## config.mk

```make
export PLATFORM = sky130hd
export DESIGN_NAME = axiReadInterconnect
export DESIGN_NICKNAME = d
export VERILOG_FILES = /design/src/verilog/axiPkg.sv /design/src/verilog/axiReadIf.sv /design/src/verilog/axiReadInterconnect.sv /design/src/verilog/readArbiter.sv /design/src/verilog/slaveRouter.sv
export SDC_FILE = /design/constraint.sdc
export NUM_CORES = 1
export LEC_CHECK = 0
export BUFFER_PORTS_ARGS = -buffer_cell sky130_fd_sc_hd__buf_2
export CAP_MARGIN = 10
export CORE_AREA = 5 5 160 162
export DETAILED_ROUTE_END_ITERATION = 10
export DIE_AREA = 0 0 165 167
export GPL_TIMING_DRIVEN = 0
export PLACE_DENSITY_LB_ADDON = 0.25
export SLEW_MARGIN = 15
export SYNTH_ARGS = -nofsm -noshare
export SYNTH_HDL_FRONTEND = slang
export SYNTH_SLANG_ARGS = --single-unit
```

## constraint.sdc

```tcl
create_clock -name ACLK -period 3.2 [get_ports ACLK]
set_input_delay 0.16 -clock ACLK [delete_from_list [all_inputs] [get_ports ACLK]]
set_output_delay 0.16 -clock ACLK [all_outputs]
set_load 0.05 [all_outputs]
```

## src/verilog/axiPkg.sv

```systemverilog
`default_nettype none

package axiPkg;

        // ------------------------------
        // widths
        localparam int widthId    = 4;
        localparam int widthMid   = 1;                  // master index
        localparam int widthSid   = widthMid + widthId;
        localparam int widthAddr  = 32;
        localparam int widthData  = 32;
        localparam int widthLen   = 4;
        localparam int regionBits = 28;                 // 256MB per slave
        localparam int slaveCount = 3;

        typedef logic [widthId-1:0]   idT;
        typedef logic [widthSid-1:0]  sidT;
        typedef logic [widthAddr-1:0] addrT;
        typedef logic [widthData-1:0] dataT;
        typedef logic [widthLen-1:0]  lenT;
        typedef logic [1:0]           respT;
        typedef logic [1:0]           slaveSelT;

        // ------------------------------
        // address map
        localparam slaveSelT selNone = 2'd3;            // unmapped
        localparam addrT [slaveCount-1:0] slaveBase = {
                32'h2000_0000,
                32'h1000_0000,
                32'h0000_0000
        };

        // response codes
        localparam respT respOkay   = 2'b00;
        localparam respT respDecErr = 2'b11;

endpackage

`default_nettype wire

```

## src/verilog/axiReadIf.sv

```systemverilog
`timescale 1ns/1ps
`default_nettype none

interface axiReadIf import axiPkg::*; #(
        parameter type idType = idT
) ();
        // read address
        idType arId;
        addrT  arAddr;
        lenT   arLen;
        logic  arValid;
        logic  arReady;

        // read data
        idType rId;
        dataT  rData;
        respT  rResp;
        logic  rLast;
        logic  rValid;
        logic  rReady;

        modport mgr (
                output arId, arAddr, arLen, arValid, rReady,
                input  arReady, rId, rData, rResp, rLast, rValid
        );

        modport sub (
                input  arId, arAddr, arLen, arValid, rReady,
                output arReady, rId, rData, rResp, rLast, rValid
        );

endinterface

`default_nettype wire

```

## src/verilog/axiReadInterconnect.sv

```systemverilog
`timescale 1ns/1ps
`default_nettype none

module axiReadInterconnect import axiPkg::*; (
        input  logic ACLK,
        input  logic ARESETn,
        // ------------------------------ m0
        input  idT   m0ArId,
        input  addrT m0ArAddr,
        input  lenT  m0ArLen,
        input  logic m0ArValid,
        output logic m0ArReady,
        output idT   m0RId,
        output dataT m0RData,
        output respT m0RResp,
        output logic m0RLast,
        output logic m0RValid,
        input  logic m0RReady,
        // ------------------------------ m1
        input  idT   m1ArId,
        input  addrT m1ArAddr,
        input  lenT  m1ArLen,
        input  logic m1ArValid,
        output logic m1ArReady,
        output idT   m1RId,
        output dataT m1RData,
        output respT m1RResp,
        output logic m1RLast,
        output logic m1RValid,
        input  logic m1RReady,
        // ------------------------------ s0
        output sidT  s0ArId,
        output addrT s0ArAddr,
        output lenT  s0ArLen,
        output logic s0ArValid,
        input  logic s0ArReady,
        input  sidT  s0RId,
        input  dataT s0RData,
        input  respT s0RResp,
        input  logic s0RLast,
        input  logic s0RValid,
        output logic s0RReady,
        // ------------------------------ s1
        output sidT  s1ArId,
        output addrT s1ArAddr,
        output lenT  s1ArLen,
        output logic s1ArValid,
        input  logic s1ArReady,
        input  sidT  s1RId,
        input  dataT s1RData,
        input  respT s1RResp,
        input  logic s1RLast,
        input  logic s1RValid,
        output logic s1RReady,
        // ------------------------------ s2
        output sidT  s2ArId,
        output addrT s2ArAddr,
        output lenT  s2ArLen,
        output logic s2ArValid,
        input  logic s2ArReady,
        input  sidT  s2RId,
        input  dataT s2RData,
        input  respT s2RResp,
        input  logic s2RLast,
        input  logic s2RValid,
        output logic s2RReady,
        output logic coreWait          // to m0
);

        axiReadIf #(.idType(idT))  m0Bus ();
        axiReadIf #(.idType(idT))  m1Bus ();
        axiReadIf #(.idType(sidT)) sharedBus ();
        axiReadIf #(.idType(sidT)) s0Bus ();
        axiReadIf #(.idType(sidT)) s1Bus ();
        axiReadIf #(.idType(sidT)) s2Bus ();

        // master side
        assign m0Bus.arId    = m0ArId;
        assign m0Bus.arAddr  = m0ArAddr;
        assign m0Bus.arLen   = m0ArLen;
        assign m0Bus.arValid = m0ArValid;
        assign m0Bus.rReady  = m0RReady;
        assign m0ArReady     = m0Bus.arReady;
        assign m0RId         = m0Bus.rId;
        assign m0RData       = m0Bus.rData;
        assign m0RResp       = m0Bus.rResp;
        assign m0RLast       = m0Bus.rLast;
        assign m0RValid      = m0Bus.rValid;

        assign m1Bus.arId    = m1ArId;
        assign m1Bus.arAddr  = m1ArAddr;
        assign m1Bus.arLen   = m1ArLen;
        assign m1Bus.arValid = m1ArValid;
        assign m1Bus.rReady  = m1RReady;
        assign m1ArReady     = m1Bus.arReady;
        assign m1RId         = m1Bus.rId;
        assign m1RData       = m1Bus.rData;
        assign m1RResp       = m1Bus.rResp;
        assign m1RLast       = m1Bus.rLast;
        assign m1RValid      = m1Bus.rValid;

        // slave side
        assign s0ArId        = s0Bus.arId;
        assign s0ArAddr      = s0Bus.arAddr;
        assign s0ArLen       = s0Bus.arLen;
        assign s0ArValid     = s0Bus.arValid;
        assign s0RReady      = s0Bus.rReady;
        assign s0Bus.arReady = s0ArReady;
        assign s0Bus.rId     = s0RId;
        assign s0Bus.rData   = s0RData;
        assign s0Bus.rResp   = s0RResp;
        assign s0Bus.rLast   = s0RLast;
        assign s0Bus.rValid  = s0RValid;

        assign s1ArId        = s1Bus.arId;
        assign s1ArAddr      = s1Bus.arAddr;
        assign s1ArLen       = s1Bus.arLen;
        assign s1ArValid     = s1Bus.arValid;
        assign s1RReady      = s1Bus.rReady;
        assign s1Bus.arReady = s1ArReady;
        assign s1Bus.rId     = s1RId;
        assign s1Bus.rData   = s1RData;
        assign s1Bus.rResp   = s1RResp;
        assign s1Bus.rLast   = s1RLast;
        assign s1Bus.rValid  = s1RValid;

        assign s2ArId        = s2Bus.arId;
        assign s2ArAddr      = s2Bus.arAddr;
        assign s2ArLen       = s2Bus.arLen;
        assign s2ArValid     = s2Bus.arValid;
        assign s2RReady      = s2Bus.rReady;
        assign s2Bus.arReady = s2ArReady;
        assign s2Bus.rId     = s2RId;
        assign s2Bus.rData   = s2RData;
        assign s2Bus.rResp   = s2RResp;
        assign s2Bus.rLast   = s2RLast;
        assign s2Bus.rValid  = s2RValid;

        readArbiter arbiter (
                .ACLK      (ACLK),
                .ARESETn   (ARESETn),
                .m0Bus     (m0Bus.sub),
                .m1Bus     (m1Bus.sub),
                .sharedBus (sharedBus.mgr),
                .coreWait  (coreWait)
        );

        slaveRouter router (
                .ACLK      (ACLK),
                .ARESETn   (ARESETn),
                .sharedBus (sharedBus.sub),
                .s0Bus     (s0Bus.mgr),
                .s1Bus     (s1Bus.mgr),
                .s2Bus     (s2Bus.mgr)
        );

endmodule

`default_nettype wire

```

## src/verilog/readArbiter.sv

```systemverilog
`timescale 1ns/1ps
`default_nettype none

module readArbiter import axiPkg::*; (
        input  logic  ACLK,
        input  logic  ARESETn,
        axiReadIf.sub m0Bus,
        axiReadIf.sub m1Bus,
        axiReadIf.mgr sharedBus,
        output logic  coreWait
);

        typedef enum logic [1:0] {
                grantNone,
                grantM0,
                grantM1
        } grantT;

        grantT               grantQ;
        logic                useM0;
        logic                useM1;
        logic                lastBeat;
        logic [widthMid-1:0] midSel;

        assign useM0    = (grantQ == grantM0);
        assign useM1    = (grantQ == grantM1);
        assign lastBeat = sharedBus.rValid && sharedBus.rReady && sharedBus.rLast;

        // ------------------------------
        // grant held until the last R beat
        always_ff @(posedge ACLK) begin
                if (!ARESETn) begin
                        grantQ <= grantNone;
                end else if (grantQ == grantNone) begin
                        if (m1Bus.arValid) begin
                                grantQ <= grantM1;      // m1 wins a tie
                        end else if (m0Bus.arValid) begin
                                grantQ <= grantM0;
                        end
                end else if (lastBeat) begin
                        grantQ <= grantNone;
                end
        end

        // m0 held off while someone else owns the bus
        assign coreWait = m0Bus.arValid && !useM0;

        // ------------------------------
        // AR toward the router with the index prepended
        assign midSel = useM1 ? widthMid'(1) : widthMid'(0);

        assign sharedBus.arId    = {midSel, (useM1 ? m1Bus.arId : m0Bus.arId)};
        assign sharedBus.arAddr  = useM1 ? m1Bus.arAddr : m0Bus.arAddr;
        assign sharedBus.arLen   = useM1 ? m1Bus.arLen : m0Bus.arLen;
        assign sharedBus.arValid = (useM0 && m0Bus.arValid) || (useM1 && m1Bus.arValid);
        assign sharedBus.rReady  = (useM0 && m0Bus.rReady) || (useM1 && m1Bus.rReady);

        // ------------------------------
        // R back to the owner with the index stripped
        assign m0Bus.arReady = useM0 && sharedBus.arReady;
        assign m0Bus.rId     = sharedBus.rId[widthId-1:0];
        assign m0Bus.rData   = sharedBus.rData;
        assign m0Bus.rResp   = sharedBus.rResp;
        assign m0Bus.rLast   = useM0 && sharedBus.rLast;
        assign m0Bus.rValid  = useM0 && sharedBus.rValid;

        assign m1Bus.arReady = useM1 && sharedBus.arReady;
        assign m1Bus.rId     = sharedBus.rId[widthId-1:0];
        assign m1Bus.rData   = sharedBus.rData;
        assign m1Bus.rResp   = sharedBus.rResp;
        assign m1Bus.rLast   = useM1 && sharedBus.rLast;
        assign m1Bus.rValid  = useM1 && sharedBus.rValid;

endmodule

`default_nettype wire

```

## src/verilog/slaveRouter.sv

```systemverilog
`timescale 1ns/1ps
`default_nettype none

module slaveRouter import axiPkg::*; (
        input  logic  ACLK,
        input  logic  ARESETn,
        axiReadIf.sub sharedBus,
        axiReadIf.mgr s0Bus,
        axiReadIf.mgr s1Bus,
        axiReadIf.mgr s2Bus
);

        slaveSelT sel;
        slaveSelT selQ;
        logic     busyQ;
        logic     arFire;
        logic     rFire;
        logic     errLast;
        lenT      errCntQ;
        lenT      errLenQ;
        sidT      errIdQ;

        // ------------------------------
        // address decode on the region bits
        always_comb begin
                sel = selNone;
                for (int i = 0; i < slaveCount; i++) begin
                        if (sharedBus.arAddr[widthAddr-1:regionBits] ==
                            slaveBase[i][widthAddr-1:regionBits]) begin
                                sel = slaveSelT'(i);
                        end
                end
        end

        // AR only passes while no burst is open
        assign s0Bus.arValid = !busyQ && sharedBus.arValid && (sel == 2'd0);
        assign s1Bus.arValid = !busyQ && sharedBus.arValid && (sel == 2'd1);
        assign s2Bus.arValid = !busyQ && sharedBus.arValid && (sel == 2'd2);

        assign s0Bus.arId   = sharedBus.arId;
        assign s0Bus.arAddr = sharedBus.arAddr;
        assign s0Bus.arLen  = sharedBus.arLen;
        assign s1Bus.arId   = sharedBus.arId;
        assign s1Bus.arAddr = sharedBus.arAddr;
        assign s1Bus.arLen  = sharedBus.arLen;
        assign s2Bus.arId   = sharedBus.arId;
        assign s2Bus.arAddr = sharedBus.arAddr;
        assign s2Bus.arLen  = sharedBus.arLen;

        always_comb begin
                case (sel)
                        2'd0:    sharedBus.arReady = !busyQ && s0Bus.arReady;
                        2'd1:    sharedBus.arReady = !busyQ && s1Bus.arReady;
                        2'd2:    sharedBus.arReady = !busyQ && s2Bus.arReady;
                        default: sharedBus.arReady = !busyQ;  // unmapped address taken at once
                endcase
        end

        assign arFire = sharedBus.arValid && sharedBus.arReady;
        assign rFire  = sharedBus.rValid && sharedBus.rReady;

        // ------------------------------
        // selection held for the burst
        always_ff @(posedge ACLK) begin
                if (!ARESETn) begin
                        busyQ <= 1'b0;
                        selQ  <= selNone;
                end else if (arFire) begin
                        busyQ <= 1'b1;
                        selQ  <= sel;
                end else if (rFire && sharedBus.rLast) begin
                        busyQ <= 1'b0;
                end
        end

        // DECERR beats for unmapped reads
        always_ff @(posedge ACLK) begin
                if (!ARESETn) begin
                        errCntQ <= '0;
                end else if (arFire) begin
                        errCntQ <= '0;
                end else if (rFire && selQ == selNone) begin
                        errCntQ <= errCntQ + lenT'(1);
                end
        end

        always_ff @(posedge ACLK) begin
                if (arFire) begin
                        errLenQ <= sharedBus.arLen;
                        errIdQ  <= sharedBus.arId;
                end
        end

        assign errLast = (errCntQ == errLenQ);

        assign s0Bus.rReady = busyQ && (selQ == 2'd0) && sharedBus.rReady;
        assign s1Bus.rReady = busyQ && (selQ == 2'd1) && sharedBus.rReady;
        assign s2Bus.rReady = busyQ && (selQ == 2'd2) && sharedBus.rReady;

        // ------------------------------
        // R mux
        always_comb begin
                sharedBus.rId    = errIdQ;
                sharedBus.rData  = '0;
                sharedBus.rResp  = respDecErr;
                sharedBus.rLast  = errLast;
                sharedBus.rValid = busyQ && (selQ == selNone);
                case (selQ)
                        2'd0: begin
                                sharedBus.rId    = s0Bus.rId;
                                sharedBus.rData  = s0Bus.rData;
                                sharedBus.rResp  = s0Bus.rResp;
                                sharedBus.rLast  = s0Bus.rLast;
                                sharedBus.rValid = busyQ && s0Bus.rValid;
                        end
                        2'd1: begin
                                sharedBus.rId    = s1Bus.rId;
                                sharedBus.rData  = s1Bus.rData;
                                sharedBus.rResp  = s1Bus.rResp;
                                sharedBus.rLast  = s1Bus.rLast;
                                sharedBus.rValid = busyQ && s1Bus.rValid;
                        end
                        2'd2: begin
                                sharedBus.rId    = s2Bus.rId;
                                sharedBus.rData  = s2Bus.rData;
                                sharedBus.rResp  = s2Bus.rResp;
                                sharedBus.rLast  = s2Bus.rLast;
                                sharedBus.rValid = busyQ && s2Bus.rValid;
                        end
                        default: ;
                endcase
        end

endmodule

`default_nettype wire
```

# After elaboration in Yosys (flattened, before gate mapping)

Cells that the tools add are included.

Equal/unequal tests: 11
Muxes and demuxes: 19
Reductions and logical operators: 44
$lt $le $gt $ge: 0
Shifts and indexed selects: 0
Add/subtract/negate cells: 1
Div/mod/pow operators: 0
Bitwise operators: 1
Multiply operators: 0

Operators by type and width:

| cell                  | count |
|---|---|
| $pmux W32 S3          | 1 |
| $logic_and A1 B1 Y1   | 32 |
| $mux W32              | 1 |
| $mux W2               | 7 |
| $pmux W4 S3           | 1 |
| $pmux W1 S3           | 3 |
| $eq A2 B2 Y1 const B  | 4 |
| $mux W4               | 2 |
| $eq A2 B1 Y1 const B  | 3 |
| $logic_not A2 Y1      | 3 |
| $pmux W2 S3           | 1 |
| $add A4 B1 Y4 const B | 1 |
| $eq A4 B1 Y1 const B  | 1 |
| $eq A4 B2 Y1 const B  | 1 |
| $eq A4 B4 Y1          | 1 |
| $logic_not A4 Y1      | 1 |
| $reduce_bool A2 Y1    | 2 |
| $mux W1               | 3 |
| $ne A3 B3 Y1 const B  | 1 |
| $logic_not A1 Y1      | 2 |
| $logic_or A1 B1 Y1    | 2 |
| $reduce_and A2 Y1     | 1 |
| $reduce_or A2 Y1      | 1 |
| $not A1 Y1            | 1 |

Bits in registers: 17
Memories kept: 0
ROM bits: 0
Latch bits: 0
RAM bits: 0

# Depth between registers and ports, before layout

Gate-level depths: netlist (run 1).

Depth after elaboration: 10
Gate-level depth with buffers: 8

# Modules after synthesis

From an unflattened synthesis (run 1), not the netlist that was laid out.

Cell total of the unflattened synthesis: 462
Area, all modules: 4041.4 µm²

By module, submodules not included:

| module      | cells each | area each (µm²) | times used | seq. area each (µm²) |
|---|---|---|---|---|
| slaveRouter | 316        | 2610.0          | 1          | 410.4 |
| readArbiter | 146        | 1431.4          | 1          | 40.0 |

# Worst setup path before layout (run 1)

OpenSTA, ideal clock, no wires.

Kind: flip-flop to output port
From: register arbiter.grantQ[0]
To: output port m0ArReady
Buffers on the path: 1
Cell stages (with the launch flop): 7
Setup slack: 0.201 ns
Required time: 3.040 ns
Arrival: 2.839 ns
Path through: dfxtp_1 nand2b_1 buf_6 inv_4 mux2_4 nor4b_4 nor4_1

Longest elaborated chain between the ends: 9
Elaborated cells on any way between the ends: 14

RTL lines:

| what                                 | RTL line                  | text |
|---|---|---|
| from (decl)                          | readArbiter.sv:19         | `grantT grantQ;` |
| from (signal assigned)               | readArbiter.sv:33         | `grantQ <= grantNone;` |
| from (signal assigned)               | readArbiter.sv:36         | `grantQ <= grantM1;` |
| from (signal assigned)               | readArbiter.sv:38         | `grantQ <= grantM0;` |
| $eq A2 B2 Y1 (*)                     | readArbiter.sv:26         | `assign useM1 = (grantQ == grantM1);` |
| $mux W32 (*)                         | readArbiter.sv:53         | `assign sharedBus.arAddr = useM1 ? m1Bus.arAddr : m0Bus.arAddr;` |
| via s0ArAddr[29]                     | axiReadInterconnect.sv:33 | `output addrT s0ArAddr,` |
| $logic_not A4 Y1                     | slaveRouter.sv:28         | `if (sharedBus.arAddr[widthAddr-1:regionBits] ==` |
| $mux W2 (2 in series)                | slaveRouter.sv:28         |  |
| $mux W2 (*)                          | slaveRouter.sv:28         |  |
| $eq A2 B2 Y1 (tied with other cells) | slaveRouter.sv:51         | `case (sel)` |
| $pmux W1 S3 (*)                      | slaveRouter.sv:51         |  |
| $logic_and A1 B1 Y1 (*)              | readArbiter.sv:60         | `assign m0Bus.arReady = useM0 && sharedBus.arReady;` |
| to (decl)                            | axiReadInterconnect.sv:12 | `output logic m0ArReady,` |

Mark *: on every way through the listed nets, which the timed path passes. The rest lies on a longest branch.

# Worst setup path after layout (run 1)

From: register router.selQ[1]
To: output port m1RData[15]

Longest elaborated chain between the ends: 2
Elaborated cells on any way between the ends: 4

RTL lines:

| what                                 | RTL line                  | text |
|---|---|---|
| from (decl)                          | slaveRouter.sv:14         | `slaveSelT selQ;` |
| from (signal assigned)               | slaveRouter.sv:67         | `selQ <= selNone;` |
| from (signal assigned)               | slaveRouter.sv:70         | `selQ <= sel;` |
| $eq A2 B2 Y1 (tied with other cells) | slaveRouter.sv:108        | `case (selQ)` |
| $pmux W32 S3 (*)                     | slaveRouter.sv:108        |  |
| to (decl)                            | axiReadInterconnect.sv:26 | `output dataT m1RData,` |

Every way passes the cells marked *; elsewhere a longest branch is shown, timed or not.

==> results of run 1 <==
-- routing by layer --
metal	track usage (%)	part of all wire, %	vias up
met3	4.10	11	29
met4	3.51	2.1	14
li1	-	-	2255
met5	0	0.45	-
met1	13.7	35	1938
met2	25.1	51	257
-- layout by cell type (no fill, tap or decap), drive strengths merged, types with 4 or more instances in the layout --
cell type	synthesis	final
mux4	4	4
inv	5	5
o21ai	34	34
nor3	4	4
edfxtp	8	8
mux2	4	4
nor2	16	16
nand2	149	149
dfxtp	9	9
xor2	4	4
clkbuf	19	22
nand2b	4	4
buf	125	546
mux2i	36	36
-- through the flow --
stage,hold WS (ns),setup WS (ns),power (W),instances
finish,0.189,0.288,0.00214,1214
CTS,0.184,0.164,0.00218,1211
detailed placement,0.451,0.185,0.00190,1207
global placement,0.448,0.00395,0.00190,1206
global route,0.188,0.0250,0.00226,1213
floorplan,0.249,0.201,0.00146,462
-- sequential cells by signal, summed over array words and instances, names as in the netlist --
| name | count |
|---|---|
| arbiter.grantQ | 2 |
| router.busyQ | 1 |
| router.errCntQ | 4 |
| router.errIdQ | 4 |
| router.errLenQ | 4 |
| router.selQ | 2 |
-- how the worst max path moves through the flow --
stage | end | depth (start not counted)
2_1_floorplan | m0ArReady | 6
3_3_place_gp | router.errIdQ[3]$_DFFE_PP_ | 6
3_5_place_dp | m1RData[3] | 6
4_1_cts | m1RData[15] | 7
5_1_grt | m1RData[15] | 7
6_report | m1RData[15] | 7
-- critical path, stage by stage (launching register included) --
cell	delay, ns
dfxtp_1	0.30
clkbuf_1	0.43
buf_2	0.44
buf_2	0.37
mux2i_1	0.12
o21ai_0	0.39
buf_4	0.18
buf_2	0.25
-- layout make-up --
cell class | instances | share of cell area [%]
Antenna cell | 3 | 0.129
Buffer | 144 | 17.3
Clock buffer | 3 | 1.29
Clock inverter | 1 | 0.129
Inverter | 5 | 0.366
Multi-Input combinational cell | 296 | 30.3
Sequential cell | 17 | 7.23
Tap cell | 324 | 6.97
Timing Repair Buffer | 421 | 36.3
-- power groups by stage --
stage | sequential, W | clock, W | combinational (W)
after floorplan | 0.000255 | 0 | 0.00121
after detailed placement | 0.000260 | 0 | 0.00164
final | 0.000254 | 0.000262 | 0.00163
after global routing | 0.000257 | 0.000277 | 0.00172
after global placement | 0.000260 | 0 | 0.00164
after CTS | 0.000255 | 0.000272 | 0.00165
-- logic make-up (layout without fill, tap and decap cells) --
logic type	count (synthesis)	after routing	share of synthesized area [%]
buffers and inverters	149	574	32.0
xor gates and xnor gates	7	7	1.91
adders and majority gates	1	1	0.391
muxes	44	44	16.0
and+or+nand+nor	190	190	25.1
other	0	3	0
DFF	17	17	13.1
AOI/OAI and AO/OA	54	54	11.5
==> metrics, run 1 <==
Sw Share approximately 58%; Setup crit start router.selQ[1]$_SDFFE_PN1P_; synth top area cells buf_4, nand2_1, mux2i_1, edfxtp_1, dfxtp_1; share of cells above drive strength 1 64.1%; Cell Pwr Density about 370 nW/um^2; R2R cell count 7; Setup-failing EPs final 0; hold endpoint router.selQ[1]$_SDFFE_PN1P_; Multi-input gate area 1760 um^2; reg2reg start arbiter.grantQ[0]$_SDFFE_PN0P_; dpl cell area about 5700 um^2; fillcell total approximately 2,800; top-count cell post-synth nand2_1; die height ~170 um; WL per Instance approximately 16 um; Via Count approximately 4,500; Mapped Nets 675; crit path DAT 2.75 ns; clock skew ~0.0045 ns; CP max FO 10; Hold Path Depth 2; Synth cell types 48; FMAX between 300 and 400 MHz; antenna violations before repair 11; post-CTS setup buffers 0; Row Count 57; RSZ-0062 raised after global routing false; hold_buf cts 0; Setup crit end kind primary output; Setup CP Type flip-flop to primary output; fin crit share about nine tenths; clock slew at reported path FFs 0.05 ns; flop-to-flop setup slack approximately 0.80 ns; Worst setup SP type flip-flop; hold path start ARESETn; Setup TNS Final 0 ns; post-layout net count between 1,000 and 1,500; Least-Margin Pin Slew 0.831 ns; clock network fraction of design power 12.2%; Hold WC Path Type input pin to flip-flop; Synth Cell Area approximately 3200 um^2; post-DP HPWL between 15,000 and 20,000 um; top_reg_cell synth dfxtp_1; total track usage 13.2%; final core utilization between 20% and 30%; 1st-iter DRT viols around 120; Internal roughly 0.00089 W; Max Cap Viol 0; H-Tree Depth 1; Flop pwr share a little under an eighth; share of the synthesized area in the top cell type 28.4%; I/O pin cnt approximately 420; cts bufs inserted 3; Cells after Synth between 400 and 500; CTS root buf clkbuf_16; Worst-Skew Late Latency around 0.25 ns; vias in the first global route around 4,800; final hold vios 0; Area Growth Syn to Fin 81.6%; full die area 27,600 um^2; Routed WL 19,700 um; min Tclk post-route approximately 2.9 ns; leading area contributor after synthesis buf_4; Final Cell Area 5810 um^2; Post-synth EDFFs 8; Slew Viols, Final 0; WP data required slightly above 3 ns; Relative slew margins approximately 45%; post-detailed-route via-to-cell ratio roughly 3.7; FFs w/ async S/R, synth 0%; Pre-antenna DRT Iters 4; Port Buffers 420; FF-to-FF End router.errIdQ[3]$_DFFE_PP_; Sink Count 17; Residual DRC 0; synthesized area per cell about 6.9 um^2; TritonCTS clock tree done; leak pwr between 3 and 4 nW; Die X around 170 um; Synth warnings 0; Comb power frac around 76%; register area share after synthesis 13.1%; cts repair resizes 1; clock buffer depth 2; outcome complete, no violations; core area 24,000 um^2; Switch Pwr between 0.001 and 0.0015 W; initial core utilization 13.4%; storage element area around 420 um^2; post-synthesis register bit count 17; grt ovf 0; Placer Congestion ~0.79; largest net degree at the start of global routing 13; wire length of the first global-routing pass roughly 28,000 um; top post-synthesis cells by count nand2_1, buf_4, mux2i_1; ANT nets after route 0; VDD IR max roughly 0.24 mV
No activity file was read; power rests on OpenSTA's default activity.
==> run 2: changes to the inputs <==
--- a/config.mk
+++ b/config.mk
@@ -8,6 +8,7 @@
 export BUFFER_PORTS_ARGS = -buffer_cell sky130_fd_sc_hd__buf_2
 export CAP_MARGIN = 10
 export CORE_AREA = 5 5 160 162
+export CTS_CLUSTER_SIZE = 25
 export DETAILED_ROUTE_END_ITERATION = 10
 export DIE_AREA = 0 0 165 167
 export GPL_TIMING_DRIVEN = 0
@@ -15,4 +16,5 @@
 export SLEW_MARGIN = 15
 export SYNTH_ARGS = -nofsm -noshare
 export SYNTH_HDL_FRONTEND = slang
+export SYNTH_HIERARCHICAL = 1
 export SYNTH_SLANG_ARGS = --single-unit
==> metrics, run 2 <==
Placer Congestion 0.777 (-1.1%); TritonCTS clock tree done; Die X 165 um (unchanged); post-DP HPWL 16,500 um (-6.8%); RSZ-0062 raised after global routing false; synthesized area per cell 8.66 um^2 (+25%); final hold vios 0 (unchanged); Setup crit end kind primary output; clock buffer depth 2 (unchanged); FF-to-FF End router/errIdQ[2]$_DFFE_PP_; outcome complete, no violations; ANT nets after route 0 (unchanged); grt ovf 0 (unchanged); Synth Cell Area 3990 um^2 (+24%); Residual DRC 0 (unchanged); hold_buf cts 0 (unchanged); hold path start m1RReady; post-CTS setup buffers 0 (unchanged); VDD IR max 0.154 mV (-37%); Setup CP Type flip-flop to primary output; Multi-input gate area 1890 um^2 (+7.5%); commonest cells after routing, fill and taps aside buf_2, buf_4, mux2_4; final setup margin 0.402 ns (+0.114 ns); Mapped Nets 673 (-0.30%); vias in the first global route 4,495 (-5.4%); Hold WC Path Type input pin to flip-flop; largest net degree at the start of global routing 12 (-1); min Tclk post-route 2.80 ns (-0.114 ns); cts bufs inserted 3 (unchanged); CTS root buf clkbuf_16; share of cells above drive strength 1 77.9% (+14 points); crit path DAT 2.64 ns (-0.11 ns); Least-Margin Pin Slew 0.726 ns (-0.105 ns); initial core utilization 16.6% (+3.3 points); Via Count 4,334 (-3.5%); leak pwr 4.07 nW (+12%); Placement Setup Slack 0.375 ns (+0.190 ns); full die area 27,600 um^2 (unchanged); WP data required 3.04 ns (about the same); clock slew at reported path FFs 0.05 ns (about the same); Worst-Skew Late Latency 0.26 ns (about the same); storage element area 420 um^2 (unchanged); Setup TNS Final 0 ns (unchanged); Pre-antenna DRT Iters 4 (unchanged); Cells after Synth 460 (-0.43%); hold endpoint arbiter/grantQ[1]$_SDFFE_PN0P_; wire length of the first global-routing pass 25,700 um (-7.9%); Row Count 57 (unchanged); die height 167 um (unchanged); post-layout net count 1,098 (-0.27%); antenna violations before repair 2 (-9); 1st-iter DRT viols 111 (-9.0%); Synth warnings 6 (+6); Post-Layout Cell Count 1,209 (-0.41%); post-detailed-route via-to-cell ratio 3.58 (-3.1%); Area Growth Syn to Fin 65.1%; R2R cell count 7 (unchanged); WL per Instance 15.3 um (-5.3%); I/O pin cnt 424 (unchanged); fin crit share 87.4% (-3.6 points); placed cells 1,204 (-0.25%); Sink Count 17 (unchanged); flop-to-flop setup slack 0.47 ns (-0.33 ns); Cell Pwr Density 325 nW/um^2 (-12%); fillcell total 2,657 (-4.1%); cts repair resizes 0 (-1); CP max FO 10 (unchanged); commonest non-fill, non-tap cell in the layout buf_2; Hold Path Depth 2 (unchanged); Routed WL 18,500 um (-5.7%); Setup-failing EPs final 0 (unchanged); FMAX 357 MHz (+4.1%); Worst setup SP type flip-flop; Max Cap Viol 0 (unchanged); total track usage 12.1% (-1.1 points); Regs by FF count router/errCntQ: 4 flops, router/errIdQ: 4 flops, router/errLenQ: 4 flops; core area 24,000 um^2 (unchanged); clock skew 0.00352 ns (-0.000988 ns); reg2reg start arbiter/grantQ[0]$_SDFFE_PN0P_; Port Buffers 420 (unchanged); H-Tree Depth 1 (unchanged); Relative slew margins 51.4% (+6.8 points); Slew Viols, Final 0 (unchanged)
## run 2: through the flow
stage	total power (W)	hold WS (ns)	area, um^2	utilization, %
3_3_place_gp	0.00189	0.397	6490	27.1
6_report	0.00214	0.113	6580	27.4
3_5_place_dp	0.00189	0.385	6490	27.1
5_1_grt	0.00224	0.127	6580	27.4
2_1_floorplan	0.00150	0.240	3990	-
4_1_cts	0.00216	0.112	6580	27.4
## run 2: metal layers
layer	GRT usage [%]	wire length (um)
met5	0	11
met4	2.97	255
met3	2.20	1580
met2	24.3	9940
met1	12.7	6750
## run 2: power breakdown
part | internal (W) | total, W | switching [W]
combinational | 0.000588 | 0.00162 | 0.00103
sequential | 0.000243 | 0.000254 | 0.0000106
clock | 0.000169 | 0.000266 | 0.0000966
total | 0.00100 | 0.00214 | 0.00114
## run 2: critical path, cell delays in order (launching register included)
cell and delay [ns]:
dfxtp_1 0.42, nand2b_1 0.15, buf_6 0.14, buf_6 0.20
mux2_4 0.37, a211oi_1 0.34, o211a_1 0.33, nor2_1 0.07
and2_1 0.14, buf_2 0.22
## run 2: worst max-delay path by stage
stage	cells after the start	end	start	slack, ns
after floorplan	6	s1ArValid	arbiter/grantQ[0]$_SDFFE_PN0P_	0.35
after global placement	7	router/errIdQ[3]$_DFFE_PP_	arbiter/grantQ[0]$_SDFFE_PN0P_	0.37
after detailed placement	7	router/errLenQ[3]$_DFFE_PP_	arbiter/grantQ[0]$_SDFFE_PN0P_	0.38
after CTS	9	m1ArReady	arbiter/grantQ[0]$_SDFFE_PN0P_	0.35
after global routing	9	m0ArReady	arbiter/grantQ[0]$_SDFFE_PN0P_	0.19
final	9	m0ArReady	arbiter/grantQ[0]$_SDFFE_PN0P_	0.40
## run 2: layout make-up
type / instances / share of cell area (%)
Antenna cell: 1 / 0.0380
Buffer: 220 / 25.2
Clock buffer: 3 / 1.14
Clock inverter: 1 / 0.114
Inverter: 4 / 0.228
Multi-Input combinational cell: 219 / 28.8
Sequential cell: 17 / 6.39
Tap cell: 324 / 6.16
Timing Repair Buffer: 420 / 32.0
==> run 3: changes to the inputs <==
--- a/config.mk
+++ b/config.mk
@@ -12,6 +12,7 @@
 export DETAILED_ROUTE_END_ITERATION = 10
 export DIE_AREA = 0 0 165 167
 export GPL_TIMING_DRIVEN = 0
+export MAX_ROUTING_LAYER = met4
 export PLACE_DENSITY_LB_ADDON = 0.25
 export SLEW_MARGIN = 15
 export SYNTH_ARGS = -nofsm -noshare
==> metrics, run 3 (same netlist as run 2, synthesis figures left out) <==
commonest non-fill, non-tap cell in the layout buf_2; crit path DAT 2.65 ns (about the same); Pre-antenna DRT Iters 4 (unchanged); clock slew at reported path FFs 0.05 ns (about the same); CTS root buf clkbuf_16; post-DP HPWL 16,500 um (unchanged); Row Count 57 (unchanged); hold_buf cts 0 (unchanged); Crit path depth 9 (unchanged); post-layout net count 1,098 (unchanged); Worst setup SP type flip-flop; Sink Count 17 (unchanged); Cell Pwr Density 324 nW/um^2 (about the same); worst path buffer plus inverter count 3 (unchanged); 1st-iter DRT viols 111 (unchanged); Relative slew margins 51.4% (about the same); grt ovf 0 (unchanged); storage element area 420 um^2 (unchanged); Slew Viols, Final 0 (unchanged); Residual DRC 0 (unchanged); post-CTS setup buffers 0 (unchanged); Setup crit end kind primary output; share of cells above drive strength 1 77.9% (unchanged); met1 wire length 6810 um (+0.93%); post-detailed-route via-to-cell ratio 3.57 (-0.36%); Setup-failing EPs final 0 (unchanged); Port Buffers 420 (unchanged); Slowest-stage cell, CP dfxtp_1; core area 24,000 um^2 (unchanged); Setup TNS Final 0 ns (unchanged); TritonCTS clock tree done; Hold Path Depth 2 (unchanged); Die X 165 um (unchanged); reg2reg start arbiter/grantQ[0]$_SDFFE_PN0P_; flop-to-flop setup slack 0.47 ns (about the same); VDD IR max 0.154 mV (+0.27%); ANT nets after route 0 (unchanged); Placer Congestion 0.790 (+1.7%); Most common cell on crit path buf_6; leak pwr 4.07 nW (about the same); WL met3 1490 um (-5.6%); Multi-input gate area 1890 um^2 (unchanged); Via Count 4,322 (-0.28%); top layer in use met4; commonest cells after routing, fill and taps aside buf_2, buf_4, mux2_4; total track usage 12.5% (+0.35 points); Area Growth Syn to Fin 65.1% (about the same); WP data required 3.04 ns (about the same); hold path start m1RReady; vias in the first global route 4,497 (+0.044%); die height 167 um (unchanged); wire length of the first global-routing pass 25,700 um (about the same); fillcell total 2,656 (-0.038%); H-Tree Depth 1 (unchanged); cts bufs inserted 3 (unchanged); final hold vios 0 (unchanged); full die area 27,600 um^2 (unchanged); outcome complete, no violations; CP max FO 10 (unchanged); RSZ-0062 raised after global routing false; cts repair resizes 0 (unchanged); clock buffer depth 2 (unchanged); clock skew 0.00271 ns (-0.000807 ns); crit-path cells nand2b_1 -> buf_6 -> buf_6 -> mux2_4 -> a211oi_1 -> o211a_1 -> nor2_1 -> and2_1 -> buf_2; met2 WL post-DR 9910 um (-0.26%); min Tclk post-route 2.81 ns (+0.0115 ns); WL per Instance 15.3 um (-0.23%); FMAX 356 MHz (-0.41%); Worst-Skew Late Latency 0.26 ns (about the same); R2R cell count 7 (unchanged); fin crit share 87.8% (+0.36 points); Routed WL 18,500 um (-0.15%); Regs by FF count router/errCntQ: 4 flops, router/errIdQ: 4 flops, router/errLenQ: 4 flops; FF-to-FF End router/errIdQ[2]$_DFFE_PP_; largest net degree at the start of global routing 12 (unchanged); Setup CP Type flip-flop to primary output; delay-heaviest family, CP compound AO/OA/AOI/OAI gates; max incr delay on CP 0.42 ns (about the same); antenna violations before repair 2 (unchanged); Hold WC Path Type input pin to flip-flop; I/O pin cnt 424 (unchanged); hold slack 0.114 ns (+0.000998 ns); hold endpoint arbiter/grantQ[1]$_SDFFE_PN0P_; Least-Margin Pin Slew 0.727 ns (+0.000754 ns); Max Cap Viol 0 (unchanged); initial core utilization 16.6% (unchanged)
run 3: changes by cell type in the layout (fill, tap and decap cells not counted):
| cell | previous run | this run |
|---|---|---|
| diode_2 | 1 | 2 |
run 3: worst max-delay path by stage:
stage / startpoint / slack, ns / end
after floorplan: arbiter/grantQ[0]$_SDFFE_PN0P_ / 0.35 / s1ArValid
after global placement: arbiter/grantQ[0]$_SDFFE_PN0P_ / 0.37 / router/errIdQ[3]$_DFFE_PP_
after detailed placement: arbiter/grantQ[0]$_SDFFE_PN0P_ / 0.38 / router/errLenQ[3]$_DFFE_PP_
after CTS: arbiter/grantQ[0]$_SDFFE_PN0P_ / 0.35 / m1ArReady
after global routing: arbiter/grantQ[0]$_SDFFE_PN0P_ / 0.19 / m0ArReady
final: arbiter/grantQ[0]$_SDFFE_PN0P_ / 0.39 / m0ArReady
run 3: routing by layer:
metal  GRT usage, %  vias to the layer above
met4           2.97                        0
li1               -                     2206
met1           12.8                     1866
met5              -                        -
met3           1.93                       12
met2           24.3                      238
run 3: stage by stage:
step | utilization [%] | setup WS, ns | instances | power, W | area, um^2
2_1_floorplan | - | 0.345 | 460 | 0.00150 | 3990
3_3_place_gp | 27.1 | 0.373 | 1204 | 0.00189 | 6490
3_5_place_dp | 27.1 | 0.375 | 1204 | 0.00189 | 6490
4_1_cts | 27.4 | 0.351 | 1208 | 0.00216 | 6580
5_1_grt | 27.5 | 0.188 | 1210 | 0.00224 | 6580
6_report | 27.5 | 0.391 | 1210 | 0.00213 | 6580
run 3: final cells by class:
| cell class | instances | share of cell area (%) |
|---|---|---|
| Timing Repair Buffer | 420 | 31.9 |
| Clock buffer | 3 | 1.14 |
| Multi-Input combinational cell | 219 | 28.8 |
| Tap cell | 324 | 6.16 |
| Sequential cell | 17 | 6.39 |
| Antenna cell | 2 | 0.0761 |
| Clock inverter | 1 | 0.114 |
| Buffer | 220 | 25.2 |
| Inverter | 4 | 0.228 |
run 3: report_power, final:
| group | internal [W] | switching, W | leakage (nW) |
|---|---|---|---|
| clock | 0.000169 | 0.0000955 | 0.0371 |
| sequential | 0.000243 | 0.0000106 | 0.147 |
| combinational | 0.000588 | 0.00103 | 3.88 |
